### src/hw/ssd_skip_pkg.sv
// shared definitions for the ssd skip stage
// tile sizes, controller and opcode enums, command and data buses
package ssd_skip_pkg;

  localparam int DW         = 16;
  localparam int H_TILE     = 2;
  localparam int P_TILE     = 4;
  localparam int LANES      = H_TILE * P_TILE;
  localparam int NUM_HEADS  = 8;
  localparam int NUM_GROUPS = NUM_HEADS / H_TILE;
  localparam int MUL_LAT    = 4;
  localparam int CNT_W      = 8;

  localparam logic [DW-1:0] FP16_QNAN = 16'h7e00;

  typedef enum logic [1:0] {
    ST_IDLE,
    ST_RUN,
    ST_DRAIN
  } skip_state_e;

  typedef enum logic {
    OP_LOAD_D,
    OP_JOB
  } cmd_op_e;

  // head is used by OP_LOAD_D, group and count by OP_JOB
  typedef struct packed {
    cmd_op_e                         op;
    logic [$clog2(NUM_HEADS)-1:0]    head;
    logic [$clog2(NUM_GROUPS)-1:0]   group;
    logic [CNT_W-1:0]                count;
    logic [DW-1:0]                   d_value;
  } cmd_t;

  // lane h*P_TILE+p, lane 0 in the low bits
  typedef struct packed {
    logic [LANES-1:0][DW-1:0] lane;
  } x_tile_t;

  typedef struct packed {
    logic [H_TILE-1:0][DW-1:0] head;
  } d_group_t;

  typedef struct packed {
    logic [LANES-1:0][DW-1:0] data;
    logic                     last;
  } xd_tile_t;

endpackage
### src/hw/ssd_skip_top.sv
// skip connection stage, xD = x * D per head
// D bank, job controller, tile counter and multiplier lane array
`timescale 1ns/1ps

module ssd_skip_top (
  input  logic                   clk,
  input  logic                   rstn,
  input  logic                   cmd_valid_i,
  input  ssd_skip_pkg::cmd_t     cmd_i,
  input  logic                   x_valid_i,
  input  ssd_skip_pkg::x_tile_t  x_i,
  output logic                   out_valid_o,
  output ssd_skip_pkg::xd_tile_t out_o,
  output logic                   busy_o,
  output logic                   done_o
);

  logic                           accept;
  logic                           last_tile;
  logic                           tile_clr;
  logic                           tile_inc;
  logic                           drain_clr;
  logic                           drain_inc;
  logic [1:0]                     group;
  logic                           d_wr;
  logic [ssd_skip_pkg::CNT_W-1:0] tile_cnt;
  logic [2:0]                     drain_cnt;
  ssd_skip_pkg::d_group_t         d_group;

  skip_ctrl_fsm i_fsm (
    .clk         (clk),
    .rstn        (rstn),
    .cmd_valid_i (cmd_valid_i),
    .cmd_i       (cmd_i),
    .x_valid_i   (x_valid_i),
    .tile_cnt_i  (tile_cnt),
    .drain_cnt_i (drain_cnt),
    .accept_o    (accept),
    .last_tile_o (last_tile),
    .tile_clr_o  (tile_clr),
    .tile_inc_o  (tile_inc),
    .drain_clr_o (drain_clr),
    .drain_inc_o (drain_inc),
    .group_o     (group),
    .d_wr_o      (d_wr),
    .busy_o      (busy_o),
    .done_o      (done_o)
  );

  tile_counter i_cnt (
    .clk         (clk),
    .rstn        (rstn),
    .tile_clr_i  (tile_clr),
    .tile_inc_i  (tile_inc),
    .drain_clr_i (drain_clr),
    .drain_inc_i (drain_inc),
    .tile_cnt_o  (tile_cnt),
    .drain_cnt_o (drain_cnt)
  );

  d_param_bank i_bank (
    .clk     (clk),
    .rstn    (rstn),
    .wr_i    (d_wr),
    .head_i  (cmd_i.head),
    .value_i (cmd_i.d_value),
    .group_i (group),
    .d_o     (d_group)
  );

  xd_lane_array i_lanes (
    .clk         (clk),
    .rstn        (rstn),
    .valid_i     (accept),
    .last_i      (last_tile),
    .x_i         (x_i),
    .d_i         (d_group),
    .out_valid_o (out_valid_o),
    .out_o       (out_o)
  );

endmodule

### src/hw/tile_counter.sv
// accepted tile and drain cycle counters
// synchronous clear wins over increment
`timescale 1ns/1ps

module tile_counter (
  input  logic                           clk,
  input  logic                           rstn,
  input  logic                           tile_clr_i,
  input  logic                           tile_inc_i,
  input  logic                           drain_clr_i,
  input  logic                           drain_inc_i,
  output logic [ssd_skip_pkg::CNT_W-1:0] tile_cnt_o,
  output logic [2:0]                     drain_cnt_o
);

  logic [ssd_skip_pkg::CNT_W-1:0] tile_q;
  logic [2:0]                     drain_q;

  always_ff @(posedge clk) begin
    if (rstn) begin
      tile_q <= '0;
    end else if (tile_clr_i) begin
      tile_q <= '0;
    end else if (tile_inc_i) begin
      tile_q <= tile_q + 1'b1;
    end
  end

  // cycles since the last accepted tile
  always_ff @(posedge clk) begin
    if (rstn) begin
      drain_q <= '0;
    end else if (drain_clr_i) begin
      drain_q <= '0;
    end else if (drain_inc_i) begin
      drain_q <= drain_q + 1'b1;
    end
  end

  assign tile_cnt_o  = tile_q;
  assign drain_cnt_o = drain_q;

endmodule

### src/hw/skip_ctrl_fsm.sv
// job controller for the skip stage
// opens the x window, marks the last tile, waits out the pipeline
`timescale 1ns/1ps

module skip_ctrl_fsm (
  input  logic                           clk,
  input  logic                           rstn,
  input  logic                           cmd_valid_i,
  input  ssd_skip_pkg::cmd_t             cmd_i,
  input  logic                           x_valid_i,
  input  logic [ssd_skip_pkg::CNT_W-1:0] tile_cnt_i,
  input  logic [2:0]                     drain_cnt_i,
  output logic                           accept_o,
  output logic                           last_tile_o,
  output logic                           tile_clr_o,
  output logic                           tile_inc_o,
  output logic                           drain_clr_o,
  output logic                           drain_inc_o,
  output logic [1:0]                     group_o,
  output logic                           d_wr_o,
  output logic                           busy_o,
  output logic                           done_o
);

  ssd_skip_pkg::skip_state_e state_q, state_d;

  logic [1:0]                     group_q;
  logic [ssd_skip_pkg::CNT_W-1:0] count_q;
  logic [ssd_skip_pkg::CNT_W-1:0] next_cnt;
  logic                           job_cmd;
  logic                           drain_done;

  assign job_cmd = cmd_valid_i && (cmd_i.op == ssd_skip_pkg::OP_JOB);
  assign d_wr_o  = cmd_valid_i && (cmd_i.op == ssd_skip_pkg::OP_LOAD_D);

  assign accept_o    = x_valid_i && (state_q == ssd_skip_pkg::ST_RUN);
  assign next_cnt    = tile_cnt_i + 1'b1;
  assign last_tile_o = accept_o && (next_cnt == count_q);
  assign tile_inc_o  = accept_o;
  assign tile_clr_o  = job_cmd && (state_q == ssd_skip_pkg::ST_IDLE);
  assign drain_clr_o = tile_clr_o;

  // drain count is 1 after the last accept edge, MUL_LAT when it leaves the pipe
  assign drain_done  = (state_q == ssd_skip_pkg::ST_DRAIN) &&
                       (drain_cnt_i == 3'(ssd_skip_pkg::MUL_LAT));
  assign drain_inc_o = last_tile_o ||
                       ((state_q == ssd_skip_pkg::ST_DRAIN) && !drain_done);

  always_comb begin
    state_d = state_q;
    unique case (state_q)
      ssd_skip_pkg::ST_IDLE:  if (job_cmd) state_d = ssd_skip_pkg::ST_RUN;
      ssd_skip_pkg::ST_RUN:   if (last_tile_o) state_d = ssd_skip_pkg::ST_DRAIN;
      ssd_skip_pkg::ST_DRAIN: if (drain_done) state_d = ssd_skip_pkg::ST_IDLE;
      default:                state_d = ssd_skip_pkg::ST_IDLE;
    endcase
  end

  always_ff @(posedge clk) begin
    if (rstn) begin
      state_q <= ssd_skip_pkg::ST_IDLE;
      group_q <= '0;
      count_q <= '0;
    end else begin
      state_q <= state_d;
      if (tile_clr_o) begin
        group_q <= cmd_i.group;
        count_q <= cmd_i.count;
      end
    end
  end

  assign group_o = group_q;
  assign busy_o  = (state_q != ssd_skip_pkg::ST_IDLE);
  assign done_o  = drain_done;

endmodule

### src/hw/d_param_bank.sv
// per-head skip coefficient bank
// written one head at a time, read one head group at a time
`timescale 1ns/1ps

module d_param_bank (
  input  logic                   clk,
  input  logic                   rstn,
  input  logic                   wr_i,
  input  logic [2:0]             head_i,
  input  logic [15:0]            value_i,
  input  logic [1:0]             group_i,
  output ssd_skip_pkg::d_group_t d_o
);

  logic [15:0] d_q [ssd_skip_pkg::NUM_HEADS];

  always_ff @(posedge clk) begin
    if (rstn) begin
      for (int i = 0; i < ssd_skip_pkg::NUM_HEADS; i++) begin
        d_q[i] <= '0;
      end
    end else if (wr_i) begin
      d_q[head_i] <= value_i;
    end
  end

  // group g covers heads g*H_TILE up to g*H_TILE+H_TILE-1
  always_comb begin
    for (int h = 0; h < ssd_skip_pkg::H_TILE; h++) begin
      d_o.head[h] = d_q[int'(group_i) * ssd_skip_pkg::H_TILE + h];
    end
  end

endmodule

### src/hw/xd_lane_array.sv
// lane array computing x(h,p) * D(h) over one tile
// D of each head is broadcast across its P_TILE lanes
`timescale 1ns/1ps

module xd_lane_array (
  input  logic                   clk,
  input  logic                   rstn,
  input  logic                   valid_i,
  input  logic                   last_i,
  input  ssd_skip_pkg::x_tile_t  x_i,
  input  ssd_skip_pkg::d_group_t d_i,
  output logic                   out_valid_o,
  output ssd_skip_pkg::xd_tile_t out_o
);

  logic [15:0] prod [ssd_skip_pkg::LANES];
  logic        lead_vld;
  logic        lead_last;

  for (genvar h = 0; h < ssd_skip_pkg::H_TILE; h++) begin : g_h
    for (genvar p = 0; p < ssd_skip_pkg::P_TILE; p++) begin : g_p
      localparam int IDX = h * ssd_skip_pkg::P_TILE + p;
      // lane 0 carries valid and last for the whole tile
      if (IDX == 0) begin : g_lead
        fp16_mul i_mul (
          .clk     (clk),
          .rstn    (rstn),
          .valid_i (valid_i),
          .a_i     (x_i.lane[IDX]),
          .b_i     (d_i.head[h]),
          .tag_i   (last_i),
          .valid_o (lead_vld),
          .y_o     (prod[IDX]),
          .tag_o   (lead_last)
        );
      end else begin : g_follow
        fp16_mul i_mul (
          .clk     (clk),
          .rstn    (rstn),
          .valid_i (valid_i),
          .a_i     (x_i.lane[IDX]),
          .b_i     (d_i.head[h]),
          .tag_i   (1'b0),
          .valid_o (),
          .y_o     (prod[IDX]),
          .tag_o   ()
        );
      end
    end
  end

  always_comb begin
    for (int i = 0; i < ssd_skip_pkg::LANES; i++) begin
      out_o.data[i] = prod[i];
    end
    out_o.last = lead_last;
  end

  assign out_valid_o = lead_vld;

endmodule

### src/hw/fp16_mul.sv
// four stage fp16 multiplier
// round to nearest even, subnormals flushed to zero, canonical nan
`timescale 1ns/1ps

module fp16_mul (
  input  logic        clk,
  input  logic        rstn,
  input  logic        valid_i,
  input  logic [15:0] a_i,
  input  logic [15:0] b_i,
  input  logic        tag_i,
  output logic        valid_o,
  output logic [15:0] y_o,
  output logic        tag_o
);

  logic [3:0] vld_q;
  logic [3:0] tag_q;

  // operand classes, exponent 0 counts as zero
  logic a_zero, b_zero, a_inf, b_inf, a_nan, b_nan;

  logic        s1_sign, s1_nan, s1_inf, s1_zero;
  logic [4:0]  s1_ea, s1_eb;
  logic [10:0] s1_ma, s1_mb;

  logic        s2_sign, s2_nan, s2_inf, s2_zero;
  logic [6:0]  s2_esum;
  logic [21:0] s2_prod;

  logic        s3_sign, s3_nan, s3_inf, s3_zero;
  logic [7:0]  s3_exp;
  logic [10:0] s3_sig;
  logic        s3_guard, s3_sticky;

  logic        round_up;
  logic [11:0] sig_rnd;
  logic [7:0]  exp_fin;
  logic [9:0]  mant_fin;
  logic [15:0] result;

  assign a_zero = (a_i[14:10] == 5'd0);
  assign b_zero = (b_i[14:10] == 5'd0);
  assign a_inf  = (a_i[14:10] == 5'h1f) && (a_i[9:0] == 10'd0);
  assign b_inf  = (b_i[14:10] == 5'h1f) && (b_i[9:0] == 10'd0);
  assign a_nan  = (a_i[14:10] == 5'h1f) && (a_i[9:0] != 10'd0);
  assign b_nan  = (b_i[14:10] == 5'h1f) && (b_i[9:0] != 10'd0);

  // valid and tag travel with the data
  always_ff @(posedge clk) begin
    if (rstn) begin
      vld_q <= '0;
      tag_q <= '0;
    end else begin
      vld_q <= {vld_q[2:0], valid_i};
      tag_q <= {tag_q[2:0], tag_i};
    end
  end

  // stage 4 rounding
  assign round_up = s3_guard && (s3_sticky || s3_sig[0]);
  assign sig_rnd  = {1'b0, s3_sig} + {11'd0, round_up};
  assign exp_fin  = s3_exp + {7'd0, sig_rnd[11]};
  assign mant_fin = sig_rnd[11] ? sig_rnd[10:1] : sig_rnd[9:0];

  always_comb begin
    if (s3_nan) begin
      result = ssd_skip_pkg::FP16_QNAN;
    end else if (s3_inf || ($signed(exp_fin) >= 8'sd31)) begin
      result = {s3_sign, 5'h1f, 10'd0};
    end else if (s3_zero || ($signed(exp_fin) <= 8'sd0)) begin
      result = {s3_sign, 15'd0};
    end else begin
      result = {s3_sign, exp_fin[4:0], mant_fin};
    end
  end

  always_ff @(posedge clk) begin
    // stage 1 decode
    s1_sign <= a_i[15] ^ b_i[15];
    s1_nan  <= a_nan || b_nan || (a_inf && b_zero) || (a_zero && b_inf);
    s1_inf  <= a_inf || b_inf;
    s1_zero <= a_zero || b_zero;
    s1_ea   <= a_i[14:10];
    s1_eb   <= b_i[14:10];
    s1_ma   <= {1'b1, a_i[9:0]};
    s1_mb   <= {1'b1, b_i[9:0]};
    // stage 2 significand product
    s2_sign <= s1_sign;
    s2_nan  <= s1_nan;
    s2_inf  <= s1_inf;
    s2_zero <= s1_zero;
    s2_esum <= {2'b00, s1_ea} + {2'b00, s1_eb};
    s2_prod <= s1_ma * s1_mb;
    // stage 3 normalize, product is in [1,4)
    s3_sign <= s2_sign;
    s3_nan  <= s2_nan;
    s3_inf  <= s2_inf;
    s3_zero <= s2_zero;
    s3_exp  <= {1'b0, s2_esum} - 8'd15 + {7'd0, s2_prod[21]};
    if (s2_prod[21]) begin
      s3_sig    <= s2_prod[21:11];
      s3_guard  <= s2_prod[10];
      s3_sticky <= |s2_prod[9:0];
    end else begin
      s3_sig    <= s2_prod[20:10];
      s3_guard  <= s2_prod[9];
      s3_sticky <= |s2_prod[8:0];
    end
    // stage 4 result
    y_o <= result;
  end

  assign valid_o = vld_q[3];
  assign tag_o   = tag_q[3];

endmodule

### config.mk
export PLATFORM = sky130hd
export DESIGN_NAME = ssd_skip_top
export DESIGN_NICKNAME = d
export VERILOG_FILES = /design/src/hw/ssd_skip_pkg.sv /design/src/hw/ssd_skip_top.sv /design/src/hw/tile_counter.sv /design/src/hw/skip_ctrl_fsm.sv /design/src/hw/d_param_bank.sv /design/src/hw/xd_lane_array.sv /design/src/hw/fp16_mul.sv
export SDC_FILE = /design/constraint.sdc
export NUM_CORES = 2
export LEC_CHECK = 0
export BUFFER_PORTS_ARGS = -buffer_cell sky130_fd_sc_hd__buf_2
export CELL_PAD_IN_SITES_DETAIL_PLACEMENT = 1
export CELL_PAD_IN_SITES_GLOBAL_PLACEMENT = 1
export CORE_UTILIZATION = 50
export CTS_CLUSTER_DIAMETER = 80
export DETAILED_ROUTE_END_ITERATION = 16
export HOLD_SLACK_MARGIN = 0.02
export PLACE_DENSITY_LB_ADDON = 0.3
export SYNTH_ARGS = -nofsm -noshare
export SYNTH_HDL_FRONTEND = slang
export SYNTH_SLANG_ARGS = --single-unit
### constraint.sdc
create_clock -name clk -period 8 [get_ports clk]
set_clock_uncertainty 0.2 [all_clocks]
set_input_delay 0.8 -clock clk [delete_from_list [all_inputs] [get_ports clk]]
set_output_delay 0.8 -clock clk [all_outputs]
set_load 0.02 [all_outputs]
==> out/metrics.cfg <==
[layout]
final_layout_size_suffix_gt1_share_pct = 10.0
fin_area_um2 = 69900
final_cell_mix = 1037 x inv_1, 797 x dfxtp_1, 648 x fa_1
layout_commonest_cell = inv_1
postLayoutCoreUtil_pct = 57.1
area_growth_pct = 12.5
instances_no_fill = 8321
fin_nets = 7980

[yosys]
synth.distinct_cells = 77
yosys_warnings = 0
synth.cell_area_um2 = 62200
synthAdderAreaFrac_pct = 32.5
syn_nets = 7620
synth_edf_count = 128
seq_area_frac_synth_pct = 31.9
ys_ff_latch = 927
syn_inst = 6239
avgSynthCellArea_um2 = 9.96
ys.flop_type = dfxtp_1
synth_top_family_by_area = adder cells
synth_xor_area_share_pct = 4.59
synth_simple_gate_area_share_pct = 14.3
synth-compound-area-share_pct = 6.11
ys_async_sr_fraction_pct = 0
synth_mux_area_share_pct = 3.08

[sta]
fin_crit_ps = 6700
tns_ps = 0
max_slew.worst_pin.slew_ps = 1290
finalSetupViolCount = 0
setup_ws_ps = 1300
fmax_mhz = 149
period_share_pct = 83.8
slew_violations = 0
slew_headroom_pct = 13.9
rsz0062_at_grt = no
hold_viol_final = 0

[worst_setup_path]
max_stage_delay_ps = 800
path_cells = clkinv_1 > fa_1 > inv_1 > fa_1 > fa_1 > fa_1 > inv_1 > fa_1 > inv_1 > ha_1 > o21ai_0 > a21oi_1 > a221oi_2 > o21ai_1 > and3_1 > or4_1
arrival_ps = 7100
crit_fanout = 18
cpMostUsedCell = fa_1
setup.worst_path.end_class = flip-flop
cp-startpoint = i_lanes.g_h[1].g_p[0].g_follow.i_mul.s1_mb[2]
crit_required_ps = 8400
start_kind = flip-flop
slowest_stage = fa_1
r2r_start = i_lanes.g_h[1].g_p[0].g_follow.i_mul.s1_mb[2]
worstSetupPathType = reg2reg

[die]
ios = 294
die-height_um = 355
rows = 128
design.core.area_um2 = 123000
die_area_um2 = 126000
start_util_pct = 50.7
die_w_um = 355

[clock_tree]
clkTransAtPathRegs_ps = 70
insertion_delay_ps = 760
cts_setup_buffers = 0
cts_htree_levels = 3
clock-sinks = 927
cts_tree = built
clock_path_buffers = 3
numCtsBuffers = 100
hold_buffers = 121
root_buffer = clkbuf_16
cts_resized = 0

[pwr]
swShare_pct = 44.1
power_frac_clock_pct = 16.1
p_sw_mw = 13.4
peakVddDrop_mv = 0.482
power_leakage_nw = 33.6
p_seq_share_pct = 24.4
powerDensity_nw_per_um2 = 436
combPwrFrac_pct = 59.5
p_int_mw = 17.0

[global_route]
grt_usage_pct = 28.0
antenna_found_initial = 30
grt_first_pass_wirelength_um = 277000
grt_start_max_net_pins = 45
grt_pass1_vias = 50400
grt-ovfl-total = 0

[job]
cap_violations = 0

[detailed_routing]
routed_via_density = 5.38
num_vias = 44800
route.detailed.drc = 0
drtPass1Iterations = 5
detail-route-antenna-nets = 0
wl_per_cell_um = 21.0
drtIter0Drc = 2189
routed_wl_um = 175000

[worst_hold_path]
hp-class = in2reg
min_from = x_i[15]

[place]
dp_cells = 8001
numPortBuffers = 293
place_ws_ps = 1350
dp_hpwl_um = 128000
dpl-instance-area_um2 = 65100
gp_congestion = 0.878

[status]
outcome = complete, no violations

[worst paths after layout]
check / cells past startpoint / to / slack, ps
max: 16 / i_lanes.g_h[1].g_p[3].g_follow.i_mul.s2_prod[21] / 1300
max reg2reg: 16 / i_lanes.g_h[1].g_p[3].g_follow.i_mul.s2_prod[21] / 1300
min: 2 / i_lanes.g_h[0].g_p[0].g_lead.i_mul.s1_sign / 80
min reg2reg: 0 / i_lanes.g_h[0].g_p[3].g_follow.i_mul.s2_inf / 90
[Yosys cell counts (all sizes together), types with 16 or more instances]
master	instances	area, µm²
a211oi	29	223
a21o	78	586
a21oi	184	925
and2	431	2700
and3	45	282
clkbuf	172	656
dfxtp	799	16000
edfxtp	128	3840
fa	648	13000
ha	571	7140
inv	1037	3890
mux2	89	1000
mux4	32	781
nand2	614	2300
nand2b	42	263
nand3	131	661
nand4	25	156
nor2	277	1040
nor2b	46	288
nor3	46	230
nor3b	16	120
nor4	41	269
o21a	31	233
o21ai	156	815
o31ai	16	120
or2	40	250
xnor2	202	1770
xor2	124	1090
[power groups by stage]
stage	sequential, mW	clock (mW)	combinational (mW)
after floorplan	7.32	0	13.2
after detailed placement	7.47	0	17.7
after CTS	7.41	4.98	18.1
final	7.43	4.90	18.1
after global routing	7.57	5.18	20.4
after global placement	7.41	0	16.9
[stage by stage]
step | power (mW) | hold slack [ps]
global placement | 24.3 | 110
CTS | 30.5 | 24.1
global route | 33.2 | 56.4
floorplan | 20.5 | 110
finish | 30.5 | 79.6
detailed placement | 25.1 | 113
[flip-flops by register name (all words and copies together), names as in the netlist, 10 cells and up, named ones only]
register / flops
i_lanes.g_h.g_p.g_lead.i_mul.s1_mb: 10
i_lanes.g_h.g_p.g_follow.i_mul.s1_ea: 35
i_lanes.g_h.g_p.g_follow.i_mul.s3_sig: 77
i_bank.d_q: 128
i_lanes.g_h.g_p.g_follow.i_mul.s3_exp: 56
i_lanes.g_h.g_p.g_follow.i_mul.s1_ma: 70
i_lanes.g_h.g_p.g_follow.i_mul.s2_prod: 154
i_lanes.g_h.g_p.g_follow.i_mul.s1_mb: 10
i_lanes.g_h.g_p.g_lead.i_mul.s3_sig: 11
i_lanes.g_h.g_p.g_follow.i_mul.s2_esum: 42
i_lanes.g_h.g_p.g_lead.i_mul.s2_prod: 22
i_lanes.g_h.g_p.g_follow.i_mul.y_o: 112
i_lanes.g_h.g_p.g_lead.i_mul.s1_ma: 10
i_lanes.g_h.g_p.g_lead.i_mul.y_o: 16
[layout make-up]
type / count / area, µm²
Multi-Input combinational cell: 4085 / 37600
Clock buffer: 132 / 2810
Antenna cell: 11 / 27.5
Timing Repair Buffer: 445 / 2910
Clock inverter: 56 / 723
Sequential cell: 927 / 19800
Tap cell: 1625 / 2030
Fill cell: 13600 / 52600
Inverter: 1040 / 3900
[layer usage]
metal,track usage [%],vias to the layer above,share of wire [%]
li1,-,20600,-
met1,34.8,22800,42
met2,49.6,1032,50
met3,4.10,345,4.6
met4,9.64,14,3.3
met5,0,-,0.052
[cells by family (layout without fill, tap and decap cells)]
family | Yosys count | count (layout)
flops | 927 | 927
compound gates | 602 | 602
mux | 134 | 134
other cells | 0 | 11
fa+ha+maj | 1227 | 1227
simple gates | 1796 | 1796
xor+xnor | 326 | 326
buf+inv | 1227 | 1673
[worst max-delay path, delay by kind of cell, from the launching register on]
| kind | cells | cell delay, ps |
|---|---|---|
| AO/OA/AOI/OAI | 4 | 1000 |
| adder cells (fa/ha/maj) | 6 | 3090 |
| flip-flops | 1 | 720 |
| AND/OR/NAND/NOR | 2 | 590 |
| buffers and inverters | 4 | 950 |
No activity file was read; power rests on OpenSTA's default activity.
